### config.mk
export PLATFORM = sky130hd
export DESIGN_NAME = divSqrtUnit
export DESIGN_NICKNAME = d
export VERILOG_FILES = /design/src/rtl/divSqrtPkg.sv /design/src/rtl/divSqrtPreproc.sv /design/src/rtl/divSqrtStage.sv /design/src/rtl/divSqrtIter.sv /design/src/rtl/divSqrtCtrl.sv /design/src/rtl/divSqrtPostproc.sv /design/src/rtl/divSqrtUnit.sv
export VERILOG_INCLUDE_DIRS = /design/src /design/src/rtl
export SDC_FILE = /design/constraint.sdc
export NUM_CORES = 1
export LEC_CHECK = 0
export ABC_AREA = 0
export BUFFER_PORTS_ARGS = -buffer_cell sky130_fd_sc_hd__buf_2
export CELL_PAD_IN_SITES_DETAIL_PLACEMENT = 1
export CELL_PAD_IN_SITES_GLOBAL_PLACEMENT = 1
export CORE_MARGIN = 5
export CORE_UTILIZATION = 54
export DETAILED_ROUTE_END_ITERATION = 12
export PLACE_DENSITY = 0.89
export SLEW_MARGIN = 40
export SYNTH_ARGS = -nofsm -noshare
export SYNTH_HDL_FRONTEND = slang
export SYNTH_HIERARCHICAL = 1
export SYNTH_SLANG_ARGS = --single-unit
### constraint.sdc
create_clock -name clk -period 11.5 [get_ports clk]
set_clock_uncertainty 0.15 [all_clocks]
set_input_delay 0 -clock clk [delete_from_list [all_inputs] [get_ports clk]]
set_output_delay 0 -clock clk [all_outputs]
set_load 0.05 [all_outputs]
### src/rtl/divsqrt_cfg.svh
/*
  Sizing for the SRT divide / square root unit.
  DIVCOPIES must divide DIV_ITER evenly (1, 2, 3, 6 and 9 work for DIVB=16).
  Only the steps needed to reach the result LSB do real work. The rest
  fix up a negative final residual and then hold it.
*/
`ifndef DIVSQRT_CFG_SVH
`define DIVSQRT_CFG_SVH

// Result fraction bits, result is U1.DIVB
`define DIVB 16

// Recurrence steps evaluated per clock
`define DIVCOPIES 2

// Total steps and the resulting busy cycles
`define DIV_ITER (`DIVB + 2)
`define DIV_CYCLES (`DIV_ITER / `DIVCOPIES)

`endif

### src/rtl/divSqrtPkg.sv
/*
  Shared types for the divide / square root unit.
  All operands are unsigned Q0.DIVB fractions. Normalization is the caller's job.
*/
`include "divsqrt_cfg.svh"

package divSqrtPkg;

  //////////////////////////////////////////////////
  // Operation and external request / result
  //////////////////////////////////////////////////

  typedef enum logic {
    OP_DIV  = 1'b0,
    OP_SQRT = 1'b1
  } divSqrtOpE;

  // d is don't-care for square root
  typedef struct packed {
    divSqrtOpE          op;
    logic [`DIVB-1:0]   x;
    logic [`DIVB-1:0]   d;
  } divSqrtReqT;

  // q is U1.DIVB, zero when invalid is set
  typedef struct packed {
    logic [`DIVB:0]     q;
    logic               exact;
    logic               invalid;
  } divSqrtResT;

  //////////////////////////////////////////////////
  // Datapath state
  //////////////////////////////////////////////////

  // Carry-save residual, Q4.DIVB two's complement
  typedef struct packed {
    logic [`DIVB+3:0]   ws;
    logic [`DIVB+3:0]   wc;
  } residualT;

  // On-the-fly result pair (U1.DIVB) and digit position marker C (Q2.DIVB)
  typedef struct packed {
    logic [`DIVB:0]     u;
    logic [`DIVB:0]     um;
    logic [`DIVB+1:0]   c;
  } otfcT;

endpackage

### src/rtl/divSqrtPreproc.sv
/*
  Operand check and seed generation, purely combinational.
  The residual is kept pre-doubled, so the divide seed X/2 appears as X
  and the sqrt seed X-1 appears as 2X-2.
*/
`include "divsqrt_cfg.svh"

module divSqrtPreproc
  import divSqrtPkg::*;
(
  input  divSqrtReqT        req,
  output residualT          init,
  output otfcT              initOtfc,
  output logic [`DIVB-1:0]  divisor,
  output logic              invalid
);

  logic isSqrt;

  assign isSqrt = (req.op == OP_SQRT);

  //////////////////////////////////////////////////
  // Range check
  //////////////////////////////////////////////////

  // Divide wants X and D in [0.5,1), sqrt wants X in [0.25,1)
  always_comb begin
    if (isSqrt) begin
      invalid = (req.x[`DIVB-1:`DIVB-2] == 2'b00);
    end else begin
      invalid = ~req.x[`DIVB-1] | ~req.d[`DIVB-1];
    end
  end

  //////////////////////////////////////////////////
  // Residual seed
  //////////////////////////////////////////////////

  // 2X-2 needs no adder since 2X < 2, the integer field is just 111 plus X's top bit
  always_comb begin
    init.wc = '0;
    if (isSqrt) begin
      init.ws = {3'b111, req.x, 1'b0};
    end else begin
      init.ws = {4'b0000, req.x};
    end
  end

  //////////////////////////////////////////////////
  // Result pair and position seed
  //////////////////////////////////////////////////

  // Divide: U=0, UM=-1 (wraps to 1.0 in U1.b), C=-2 so the first digit weighs 1
  // Sqrt: root starts at 1.0, UM=0, C=-1 so the first digit weighs 0.5
  always_comb begin
    if (isSqrt) begin
      initOtfc.u  = {1'b1, {`DIVB{1'b0}}};
      initOtfc.um = '0;
      initOtfc.c  = {2'b11, {`DIVB{1'b0}}};
    end else begin
      initOtfc.u  = '0;
      initOtfc.um = {1'b1, {`DIVB{1'b0}}};
      initOtfc.c  = {2'b10, {`DIVB{1'b0}}};
    end
  end

  assign divisor = req.d;

endmodule

### src/rtl/divSqrtStage.sv
/*
  One radix-2 SRT step, combinational. Residual in and out is pre-doubled.
  Once C is all ones the LSB digit is done. The step then only folds a
  negative residual back to the U side, so the extra steps are harmless.
*/
`include "divsqrt_cfg.svh"

module divSqrtStage
  import divSqrtPkg::*;
(
  input  logic [`DIVB-1:0]  d,
  input  logic              sqrt,
  input  residualT          wIn,
  input  otfcT              oIn,
  output residualT          wOut,
  output otfcT              oOut
);

  localparam int W = `DIVB + 4;

  logic [4:0]       est;
  logic             up;
  logic             uz;
  logic             spent;
  logic [`DIVB+1:0] cNext;
  logic [`DIVB:0]   k;
  logic [W-1:0]     dq;
  logic [W-1:0]     kq;
  logic [W-1:0]     fPos;
  logic [W-1:0]     fNeg;
  logic [W-1:0]     addIn;
  logic [W-1:0]     sum;
  logic [W-1:0]     carry;
  logic [W-1:0]     wSum;
  logic [W-1:0]     corr;

  //////////////////////////////////////////////////
  // Digit selection
  //////////////////////////////////////////////////

  // Truncated estimate with one fraction bit, sign at weight 8
  // Five bits keep the sqrt residual (up to about 4) clear of wrap
  assign est = wIn.ws[W-1:`DIVB-1] + wIn.wc[W-1:`DIVB-1];
  assign up  = ~est[4];
  assign uz  = (est == 5'b11111);

  //////////////////////////////////////////////////
  // Addend
  //////////////////////////////////////////////////

  // C shifts right arithmetically, its lowest set bit marks this digit's weight
  assign cNext = {oIn.c[`DIVB+1], oIn.c[`DIVB+1:1]};
  assign k     = cNext[`DIVB:0] & ~{cNext[`DIVB-1:0], 1'b0};
  assign kq    = {3'b000, k};
  assign dq    = {4'b0000, d};

  // Digit +1 subtracts D or 2U+K, digit -1 adds D or 2U-K
  // 2U-K equals 2UM+3K, and the bits never overlap so OR works
  assign fPos = sqrt ? ({2'b00, oIn.u, 1'b0} | kq) : dq;
  assign fNeg = sqrt ? ({2'b00, oIn.um, 1'b0} | kq | {kq[W-2:0], 1'b0}) : dq;

  always_comb begin
    if (up) begin
      addIn = ~fPos;
    end else if (uz) begin
      addIn = '0;
    end else begin
      addIn = fNeg;
    end
  end

  // 3:2 compressor, the +1 of the negation rides in the free carry LSB
  assign sum   = wIn.ws ^ wIn.wc ^ addIn;
  assign carry = {(wIn.ws[W-2:0] & wIn.wc[W-2:0]) |
                  (wIn.ws[W-2:0] & addIn[W-2:0])  |
                  (wIn.wc[W-2:0] & addIn[W-2:0]), up};

  //////////////////////////////////////////////////
  // Final fix-up after the last digit
  //////////////////////////////////////////////////

  assign spent = &oIn.c;
  assign wSum  = wIn.ws + wIn.wc;

  // Remainder gained by stepping the result down one LSB (doubled scale)
  assign corr = sqrt ? {1'b0, oIn.um, 2'b10} : {3'b000, d, 1'b0};

  //////////////////////////////////////////////////
  // Residual and on-the-fly update
  //////////////////////////////////////////////////

  always_comb begin
    oOut = oIn;
    wOut = wIn;
    if (spent) begin
      // Negative residual means UM is the truncated result
      if (wSum[W-1]) begin
        wOut.ws = wSum + corr;
        wOut.wc = '0;
        oOut.u  = oIn.um;
      end
    end else begin
      wOut.ws = {sum[W-2:0], 1'b0};
      wOut.wc = {carry[W-2:0], 1'b0};
      oOut.c  = cNext;
      if (up) begin
        oOut.u  = oIn.u | k;
        oOut.um = oIn.u;
      end else if (uz) begin
        oOut.um = oIn.um | k;
      end else begin
        oOut.u  = oIn.um | k;
      end
    end
  end

endmodule

### src/rtl/divSqrtIter.sv
/*
  Iteration registers with DIVCOPIES chained SRT steps behind them.
  Outputs are the register values at the start of the cycle.
  Registers hold when neither load nor step is active.
*/
`include "divsqrt_cfg.svh"

module divSqrtIter
  import divSqrtPkg::*;
(
  input  logic              clk,
  input  logic              arstN,
  input  logic              load,
  input  logic              step,
  input  logic              sqrt,
  input  residualT          init,
  input  otfcT              initOtfc,
  input  logic [`DIVB-1:0]  divisor,
  output residualT          residual,
  output otfcT              otfc
);

  residualT         wReg;
  otfcT             oReg;
  logic [`DIVB-1:0] dReg;
  logic             sqrtReg;

  // Chain taps, index 0 is the register output
  residualT         wChain [0:`DIVCOPIES];
  otfcT             oChain [0:`DIVCOPIES];

  //////////////////////////////////////////////////
  // State registers
  //////////////////////////////////////////////////

  // Operation stays fixed while the chain runs
  always_ff @(posedge clk or negedge arstN) begin
    if (!arstN) begin
      sqrtReg <= 1'b0;
    end else if (load) begin
      sqrtReg <= sqrt;
    end
  end

  always_ff @(posedge clk) begin
    if (load) begin
      dReg <= divisor;
    end
  end

  // Seed on load, advance DIVCOPIES steps per step edge
  always_ff @(posedge clk) begin
    if (load) begin
      wReg <= init;
      oReg <= initOtfc;
    end else if (step) begin
      wReg <= wChain[`DIVCOPIES];
      oReg <= oChain[`DIVCOPIES];
    end
  end

  //////////////////////////////////////////////////
  // Recurrence chain
  //////////////////////////////////////////////////

  assign wChain[0] = wReg;
  assign oChain[0] = oReg;

  for (genvar i = 0; i < `DIVCOPIES; i++) begin : gStage
    divSqrtStage divSqrtStage_inst (
      .d    (dReg),
      .sqrt (sqrtReg),
      .wIn  (wChain[i]),
      .oIn  (oChain[i]),
      .wOut (wChain[i+1]),
      .oOut (oChain[i+1])
    );
  end

  // Postprocessing looks at the registered state
  assign residual = wReg;
  assign otfc     = oReg;

endmodule

### src/rtl/divSqrtCtrl.sv
/*
  Sequencer: idle, DIV_CYCLES run cycles, then one post cycle.
  start is taken only in idle, a start while busy is dropped.
*/
`include "divsqrt_cfg.svh"

module divSqrtCtrl
  import divSqrtPkg::*;
(
  input  logic  clk,
  input  logic  arstN,
  input  logic  start,
  input  logic  invalid,
  output logic  load,
  output logic  step,
  output logic  finish,
  output logic  busy,
  output logic  done,
  output logic  invalidHeld
);

  localparam int CNT_W = $clog2(`DIV_CYCLES + 1);

  typedef enum logic [1:0] {
    S_IDLE,
    S_RUN,
    S_POST
  } stateE;

  stateE            state;
  logic [CNT_W-1:0] cnt;

  // Strobes decoded straight from state
  assign load   = start & (state == S_IDLE);
  assign step   = (state == S_RUN);
  assign finish = (state == S_POST);
  assign busy   = (state != S_IDLE);

  //////////////////////////////////////////////////
  // FSM and step counter
  //////////////////////////////////////////////////

  always_ff @(posedge clk or negedge arstN) begin
    if (!arstN) begin
      state       <= S_IDLE;
      cnt         <= '0;
      done        <= 1'b0;
      invalidHeld <= 1'b0;
    end else begin
      // done follows the post cycle by one edge
      done <= finish;
      case (state)
        S_IDLE: begin
          if (load) begin
            state       <= S_RUN;
            cnt         <= CNT_W'(`DIV_CYCLES - 1);
            invalidHeld <= invalid;
          end
        end
        S_RUN: begin
          // Last step edge moves on to post
          if (cnt == '0) begin
            state <= S_POST;
          end else begin
            cnt <= cnt - 1'b1;
          end
        end
        default: begin
          state <= S_IDLE;
        end
      endcase
    end
  end

endmodule

### src/rtl/divSqrtPostproc.sv
/*
  Result selection and exact detection on the final iteration state.
  Result is registered on finish and held until the next finish.
  Invalid operations report q=0, exact=0.
*/
`include "divsqrt_cfg.svh"

module divSqrtPostproc
  import divSqrtPkg::*;
(
  input  logic        clk,
  input  logic        arstN,
  input  logic        finish,
  input  logic        invalid,
  input  residualT    residual,
  input  otfcT        otfc,
  output divSqrtResT  res
);

  logic [`DIVB+3:0] wSum;
  logic             neg;
  logic [`DIVB:0]   qSel;
  logic             zero;
  divSqrtResT       resNext;

  //////////////////////////////////////////////////
  // Residual resolve
  //////////////////////////////////////////////////

  // Carry-propagate add of the carry-save pair
  assign wSum = residual.ws + residual.wc;
  assign neg  = wSum[`DIVB+3];

  // Negative residual means U overshot by one LSB
  assign qSel = neg ? otfc.um : otfc.u;

  // Spare steps have already folded a negative residual
  // so exact is just a zero remainder here
  assign zero = (wSum == '0);

  //////////////////////////////////////////////////
  // Output format
  //////////////////////////////////////////////////

  // U and UM already carry U1.DIVB weights, no shift needed
  always_comb begin
    if (invalid) begin
      resNext.q       = '0;
      resNext.exact   = 1'b0;
      resNext.invalid = 1'b1;
    end else begin
      resNext.q       = qSel;
      resNext.exact   = zero;
      resNext.invalid = 1'b0;
    end
  end

  always_ff @(posedge clk or negedge arstN) begin
    if (!arstN) begin
      res <= '0;
    end else if (finish) begin
      res <= resNext;
    end
  end

endmodule

### src/rtl/divSqrtUnit.sv
/*
  Radix-2 SRT divide / square root on normalized Q0.DIVB mantissas.
  One operation at a time, start is ignored while busy.
  done pulses DIV_CYCLES+1 cycles after the start edge, res holds until the next done.
*/
`include "divsqrt_cfg.svh"

module divSqrtUnit
  import divSqrtPkg::*;
(
  input  logic        clk,
  input  logic        arstN,
  input  logic        start,
  input  divSqrtReqT  req,
  output logic        busy,
  output logic        done,
  output divSqrtResT  res
);

  residualT         init;
  otfcT             initOtfc;
  logic [`DIVB-1:0] divisor;
  logic             invalid;
  logic             load;
  logic             step;
  logic             finish;
  logic             invalidHeld;
  residualT         residual;
  otfcT             otfc;

  //////////////////////////////////////////////////
  // Seeds and sequencing
  //////////////////////////////////////////////////

  divSqrtPreproc divSqrtPreproc_inst (
    .req      (req),
    .init     (init),
    .initOtfc (initOtfc),
    .divisor  (divisor),
    .invalid  (invalid)
  );

  divSqrtCtrl divSqrtCtrl_inst (
    .clk         (clk),
    .arstN       (arstN),
    .start       (start),
    .invalid     (invalid),
    .load        (load),
    .step        (step),
    .finish      (finish),
    .busy        (busy),
    .done        (done),
    .invalidHeld (invalidHeld)
  );

  //////////////////////////////////////////////////
  // Recurrence and result
  //////////////////////////////////////////////////

  divSqrtIter divSqrtIter_inst (
    .clk      (clk),
    .arstN    (arstN),
    .load     (load),
    .step     (step),
    .sqrt     (req.op == OP_SQRT),
    .init     (init),
    .initOtfc (initOtfc),
    .divisor  (divisor),
    .residual (residual),
    .otfc     (otfc)
  );

  divSqrtPostproc divSqrtPostproc_inst (
    .clk      (clk),
    .arstN    (arstN),
    .finish   (finish),
    .invalid  (invalidHeld),
    .residual (residual),
    .otfc     (otfc),
    .res      (res)
  );

endmodule

# == Word-level counts from Yosys, hierarchy flattened ==
# Index checks and enable logic that the tools add are counted.
# totals
ff_bits,136
inputBits,36
output_inout_bits,21
# op_classes
reduce_logical,12
bitwise,36
mux,40
n_eq_ne,7
addsub,7
# ops
op,n
two-way mux 40 bit,6
two-way mux 52 bit,3
two-way mux 17 bit,8
bitwise AND 18 bit,6
two-way mux 18 bit,6
OR 18 bit,6
two-way mux 19 bit,5
XOR 19 bit,4
OR 18 x 17 -> 18 bit,4
two-way mux 35 bit,2
two-way mux 34 bit,2
OR 17 bit,4
adder 20 x 19 -> 20 bit,2
adder 20 bit,2
inverter 18 -> 19 bit,2
AND reduction 18 bit,2
bitwise AND 17 bit,2
inverter 17 bit,2
zero test 20 bit,1
two-way mux 20 bit,1
adder 5 bit,2
== test 5 bit (second input constant),2
two-way mux 4 bit,2
one-hot mux 4 bit (2 select lines),1
16 further kinds,25

# == Logic depth before layout (Yosys ltp) ==
# Gate-level depths: netlist of run 1.
# depth
ltp_word,21
depth_mapped,32

# == Hierarchy ==
# Netlist of run 1, hierarchy kept.
# by_module_without_submodules
mod,area_each_um2,cells_each,instances
divSqrtStage,4803.4,678,2
divSqrtIter,5102.4,305,1
divSqrtPostproc,2219.6,236,1
divSqrtPreproc,939.7,114,1
divSqrtCtrl,397.9,36,1

# == Worst setup path after synthesis of run 1 ==
# No wires, ideal clock.
# synth_path
path_type,reg2reg
from,"register divSqrtIter_inst.wReg, in the netlist divSqrtIter_inst/residual[15]"
to,"register divSqrtIter_inst.wReg, in the netlist divSqrtIter_inst/residual[37], data pin"
path_stages_with_launch,32
arrival_ns,6.509
period_less_slack_ns,6.919
slack_ns,4.581
path_buffers,2
setup_time_ns,0.260
cell_sequence,edfxtp_1 ha_1 inv_1 fa_1 inv_1 a21o_1 a21o_1 xnor2_1 or2_2 buf_2 clkbuf_1 nor2_1 a21oi_1 fa_1 mux2i_1 ha_1 a211o_1 a21oi_2 o21ai_2 or4_4 a31oi_1 xnor2_1 ha_1 a21oi_1 inv_1 a21oi_1 o31ai_1 a31oi_1 xnor2_1 mux2i_1 mux2i_1 mux2_2
# synth_lines
item,line,source
from (decl),divSqrtIter.sv:23,residualT wReg;
from (signal assigned),divSqrtIter.sv:54,wReg <= init;
from (signal assigned),divSqrtIter.sv:57,wReg <= wChain[`DIVCOPIES];

==> results of run 1 <==
layer usage:
layer | up-vias | track usage | wire length [um]
met5 | - | 0 | 0
met4 | 0 | 0.2017 | 4377
met3 | 247 | 0.05636 | 4357
met2 | 775 | 0.5382 | 29460
met1 | 8063 | 0.3901 | 24290
li1 | 7043 | - | -
flip-flops by register name, indices dropped and copies added (netlist names):
name,count
divSqrtIter_inst/sqrtReg,1
divSqrtCtrl_inst/invalidHeld,1
divSqrtCtrl_inst/done,1
divSqrtIter_inst/dReg,16
divSqrtCtrl_inst/state,2
divSqrtIter_inst/otfc,52
divSqrtIter_inst/residual,40
divSqrtPostproc_inst/res,19
divSqrtCtrl_inst/cnt,4
worst reg2reg max path, delay by kind of cell (launching register included):
family,cells,cell delay (ns)
xor+xnor,3,0.49
compound gates,9,2.38
buf+inv,3,0.59
simple gates,4,1.46
mux,4,0.97
flops,1,0.45
fa+ha+maj,6,2.31
layout make-up:
type | instances | area [um^2]
flip-flops and latches | 136 | 3948
multi-input cells | 1537 | 12070
clock buffers | 23 | 543.0
repair buffers | 119 | 885.9
fillers | 3912 | 14820
diodes | 1 | 2.502
clock inverters | 9 | 78.83
well taps | 448 | 560.5
inverters | 120 | 452.9
final timing paths:
| check | slack [ns] | endpoint |
|---|---|---|
| min in group asynchronous | 0.42 | divSqrtPostproc_inst/res[11] |
| worst min register to register | 0.36 | divSqrtPostproc_inst/res[1] |
| worst min-delay path | 0.09 | divSqrtIter_inst/dReg[14] |
| worst max-delay path | 2.56 | divSqrtIter_inst/residual[29] |
| max in group asynchronous | 10.60 | divSqrtIter_inst/sqrtReg |
| worst max register to register | 2.56 | divSqrtIter_inst/residual[29] |
through the flow:
step	hold slack (ns)	setup slack, ns
after floorplan	-0.4456	4.581
after global placement	-0.1027	3.340
after detailed placement	-0.08744	3.034
final	0.09196	2.560
after global routing	0.08087	2.350
after CTS	0.06740	2.879
what timing repair did:
| item | in CTS | in global routing |
|---|---|---|
| setup buffers | 0 | 0 |
| hold buffers | 43 | 0 |
| endpoints found under the hold margin | 63 | 0 |
==> impl_metrics.env, run 1 <==
export IMPL_numCtsBuffers=17
export IMPL_drv_cap=0
export IMPL_cp_top_family="compound AO/OA/AOI/OAI gates"
export IMPL_fin_cells=2393
export IMPL_setup_viol=0
export IMPL_start_util=0.5434
export IMPL_die_area_um2=37340
export IMPL_nets=2107
export IMPL_clk_latency_ns=0.47
export IMPL_min_from="req[14]"
export IMPL_cp_max_fo=36
export IMPL_die_w_um=193.2
export IMPL_io_buffers=56
export IMPL_fin_area_um2=18550
export IMPL_ff2ff_path_depth=29
export IMPL_crit_cells=29
export IMPL_htreeDepth=4
export IMPL_path_clk_slew_ns=0.08
export IMPL_drt_initial_drc_count=1509
export IMPL_utilization=0.5558
export IMPL_drv_slew=0
export IMPL_ys_warn_count=6
export IMPL_firstDrtPassIters=6
export IMPL_dieHeight_um=193.2
export IMPL_cts_root_buf="clkbuf_16"
export IMPL_grt_max_degree=74
export IMPL_relSlewSlack=0.4218
export IMPL_rsz0062_at_grt="no"
export IMPL_most_common_layout_cells="a21oi_1, mux2i_1, mux2_2, inv_1, edfxtp_1"
export IMPL_end_kind="flop"
export IMPL_syn_inst=2029
export IMPL_crit_buf_inv=3
export IMPL_ios=57
export IMPL_row_count=67
export IMPL_slowest_stage="or2_2"
export IMPL_wire_per_inst_um=26.11
export IMPL_status="complete, no violations"
export IMPL_fmax_ghz=0.1119
export IMPL_syn_avg_cell_area_um2=8.936
export IMPL_fin_setup_tns_ns=0
export IMPL_tightest_slew_ns=0.8672
export IMPL_drc_errors=0
export IMPL_postPlaceCellArea_um2=17480
export IMPL_cts_sinks=136
export IMPL_worstSetupPathType="reg -> reg"
export IMPL_dp_hpwl_um=44000
export IMPL_grt_first_pass_wirelength_um=96120
export IMPL_startpoint_type="flop"
export IMPL_layout_commonest_cell="a21oi_1"
export IMPL_post_route_min_period_ns=8.940
export IMPL_cts_repair_resized=0
export IMPL_worstHoldPathType="in -> reg"
export IMPL_grt_ovfl_total=0
export IMPL_placed_cells=2317
export IMPL_core_area_um2=33360
export IMPL_slowest_delay_ns=0.62
export IMPL_ant_nets=0
export IMPL_startpoint="divSqrtIter_inst/residual[20]"
export IMPL_arrival_ns=9.14
export IMPL_fin_crit_sh=0.7774
export IMPL_critPathRequiredTime_ns=11.70
export IMPL_cts_path_max_buffers=2
export IMPL_reg2reg_from="divSqrtIter_inst/residual[20]"
export IMPL_netlist_area_um2=18130
export IMPL_cts_tree="done"
export IMPL_syn_to_final_growth_pct=2.284
export IMPL_num_vias=16128
export IMPL_grt_pass1_vias=16672
export IMPL_routed_wl_um=62480
export IMPL_hold_viol=0
export IMPL_min_path_cells=2
export IMPL_grt_usage=0.3237
export IMPL_via_per_inst=6.740
export IMPL_grt_antenna_before_repair=1
export IMPL_final_layout_size_suffix_gt1_frac=0.1636
export IMPL_place_gp_congestion=0.9624
Power of run 1 is left out: the tool's default activity adds up to more than one toggle a clock period on the data nets, which glitch-free logic cannot reach.
==> run 2: changes to the inputs <==
--- a/config.mk
+++ b/config.mk
@@ -11,9 +11,9 @@
 export CELL_PAD_IN_SITES_DETAIL_PLACEMENT = 1
 export CELL_PAD_IN_SITES_GLOBAL_PLACEMENT = 1
 export CORE_MARGIN = 5
-export CORE_UTILIZATION = 54
+export CORE_UTILIZATION = 51
 export DETAILED_ROUTE_END_ITERATION = 12
-export PLACE_DENSITY = 0.89
+export PLACE_DENSITY = 0.85
 export SLEW_MARGIN = 40
 export SYNTH_ARGS = -nofsm -noshare
 export SYNTH_HDL_FRONTEND = slang
==> constraint.sdc (replaced) <==
create_clock -name clk -period 9 [get_ports clk]
set_clock_uncertainty 0.15 [all_clocks]
set_input_delay 0 -clock clk [delete_from_list [all_inputs] [get_ports clk]]
set_output_delay 0 -clock clk [all_outputs]
set_load 0.05 [all_outputs]
==> impl_metrics.env, run 2 (synthesized netlist as in run 1, its figures left out) <==
export IMPL_worstHoldPathType="in -> reg"
export IMPL_fin_setup_tns_ns=0
export IMPL_io_buffers=56
export IMPL_gr_usage_met3=0.05268
export IMPL_grt_ovfl_total=0
export IMPL_setup_viol=0
export IMPL_clk_latency_ns=0.46
export IMPL_htreeDepth=4
export IMPL_worstSetupPathType="reg -> reg"
export IMPL_dieHeight_um=198.6
export IMPL_met2_usage=0.5081
export IMPL_critPathRequiredTime_ns=9.19
export IMPL_die_w_um=198.6
export IMPL_fin_area_um2=18540
export IMPL_final_layout_size_suffix_gt1_frac=0.1684
export IMPL_status="complete, no violations"
export IMPL_row_count=69
export IMPL_grt_max_degree=62
export IMPL_fmax_ghz=0.1162
export IMPL_tightest_slew_ns=0.8760
export IMPL_grt_antenna_before_repair=1
export IMPL_startpoint_type="flop"
export IMPL_cts_tree="done"
export IMPL_arrival_ns=8.79
export IMPL_largest_reg_flops=52
export IMPL_dp_hpwl_um=44260
export IMPL_num_vias=15854
export IMPL_routed_wl_um=61800
export IMPL_grt_pass1_vias=16379
export IMPL_drv_cap=0
export IMPL_wire_per_inst_um=25.66
export IMPL_cp_max_fo=29
export IMPL_place_gp_congestion=0.9589
export IMPL_syn_to_final_growth_pct=2.243
export IMPL_ios=57
export IMPL_top_usage_layer="met2"
export IMPL_cts_path_max_buffers=2
export IMPL_most_common_layout_cells="a21oi_1, mux2i_1, mux2_2, inv_1, edfxtp_1"
export IMPL_cts_root_buf="clkbuf_16"
export IMPL_start_util=0.5135
export IMPL_grt_first_pass_wirelength_um=94030
export IMPL_hold_viol=0
export IMPL_firstDrtPassIters=6
export IMPL_end_kind="flop"
export IMPL_postPlaceCellArea_um2=17530
export IMPL_ant_nets=0
export IMPL_numCtsBuffers=17
export IMPL_cts_sinks=136
export IMPL_die_area_um2=39420
export IMPL_relSlewSlack=0.4118
export IMPL_core_area_um2=35310
export IMPL_post_route_min_period_ns=8.605
export IMPL_drv_slew=0
export IMPL_drt_initial_drc_count=1460
export IMPL_fin_crit_sh=0.9562
export IMPL_via_per_inst=6.581
export IMPL_layout_commonest_cell="a21oi_1"
export IMPL_path_clk_slew_ns=0.07
export IMPL_nets=2111
export IMPL_rsz0062_at_grt="no"
export IMPL_drc_errors=0
export IMPL_grt_usage=0.3078
export IMPL_diodes=0
export IMPL_grt_met1_usage=0.3822
[run 2: changes by cell type in the layout (fill, tap and decap cells not counted), moves of 2 or more]
cell / change
clkinv_1: -2
dlygate4sd3_1: -2
clkbuf_16: -3
buf_6: -2
buf_4: +6
inv_6: +2
clkinv_2: +2
clkinv_4: +2
[run 2: area by class of cell]
type,instances,area [um^2]
well taps,461,576.8
flip-flops and latches,136,3948
clock inverters,13,93.84
clock buffers,19,454.2
multi-input cells,1537,12090
inverters,120,452.9
repair buffers,123,923.4
fillers,4106,16770
[run 2: final timing paths]
kind                       cells after the start                          start  slack (ns)                       endpoint
setup / recovery                              27  divSqrtIter_inst/residual[20]        0.39  divSqrtIter_inst/residual[31]
hold / removal                                 2                         req[4]        0.11       divSqrtIter_inst/dReg[4]
setup reg to reg                              27  divSqrtIter_inst/residual[20]        0.39  divSqrtIter_inst/residual[31]
hold reg to reg                                2    divSqrtPostproc_inst/res[1]        0.36    divSqrtPostproc_inst/res[1]
max in group asynchronous                      4                          arstN        8.10       divSqrtIter_inst/sqrtReg
min in group asynchronous                      4                          arstN        0.42   divSqrtPostproc_inst/res[16]
[run 2: stage by stage]
| step | hold WS (ns) | instances | util | setup slack (ns) |
|---|---|---|---|---|
| finish | 0.1081 | 2409 | 0.5250 | 0.3946 |
| global route | 0.09785 | 2409 | 0.5250 | 0.1493 |
| CTS | 0.07648 | 2407 | 0.5238 | 0.6840 |
| detailed placement | -0.1001 | 2334 | 0.4964 | 0.7748 |
| global placement | -0.1076 | 2333 | 0.4956 | 1.057 |
| floorplan | -0.4456 | 2096 | - | 2.081 |
[run 2: routing by layer]
layer	vias up	routed length (um)
met2	636	29190
met5	-	0
met3	191	3648
li1	7021	-
met1	8006	25150
met4	0	3822
[run 2: worst max-delay path: stages, from the launching register on]
cell and delay (ns):
edfxtp_1 0.44, ha_1 0.26, fa_1 0.42, a21o_1 0.18, a21oi_1 0.27, o21ai_0 0.18
a41oi_1 0.41, xnor2_1 0.14, ha_1 0.39, a21oi_1 0.25, nand3_1 0.16, nor4_1 0.62
o31ai_1 0.29, xor2_1 0.20, mux2i_1 0.12, mux2i_1 0.31, ha_1 0.28, inv_1 0.08
fa_1 0.40, xor2_1 0.17, nor4b_2 0.27, buf_4 0.43, or2_2 0.67, nor2_1 0.11
a21oi_1 0.29, fa_1 0.47, mux2i_1 0.29, mux2_2 0.21
[run 2: what timing repair did]
item                                    in CTS  in global routing
endpoints found under the setup margin       0                  0
hold buffers                                41                  0
hold endpoints to repair                    62                  0
setup buffers                                0                  0
gates resized for setup                      0                  0
Power of run 2 is left out for the same reason.
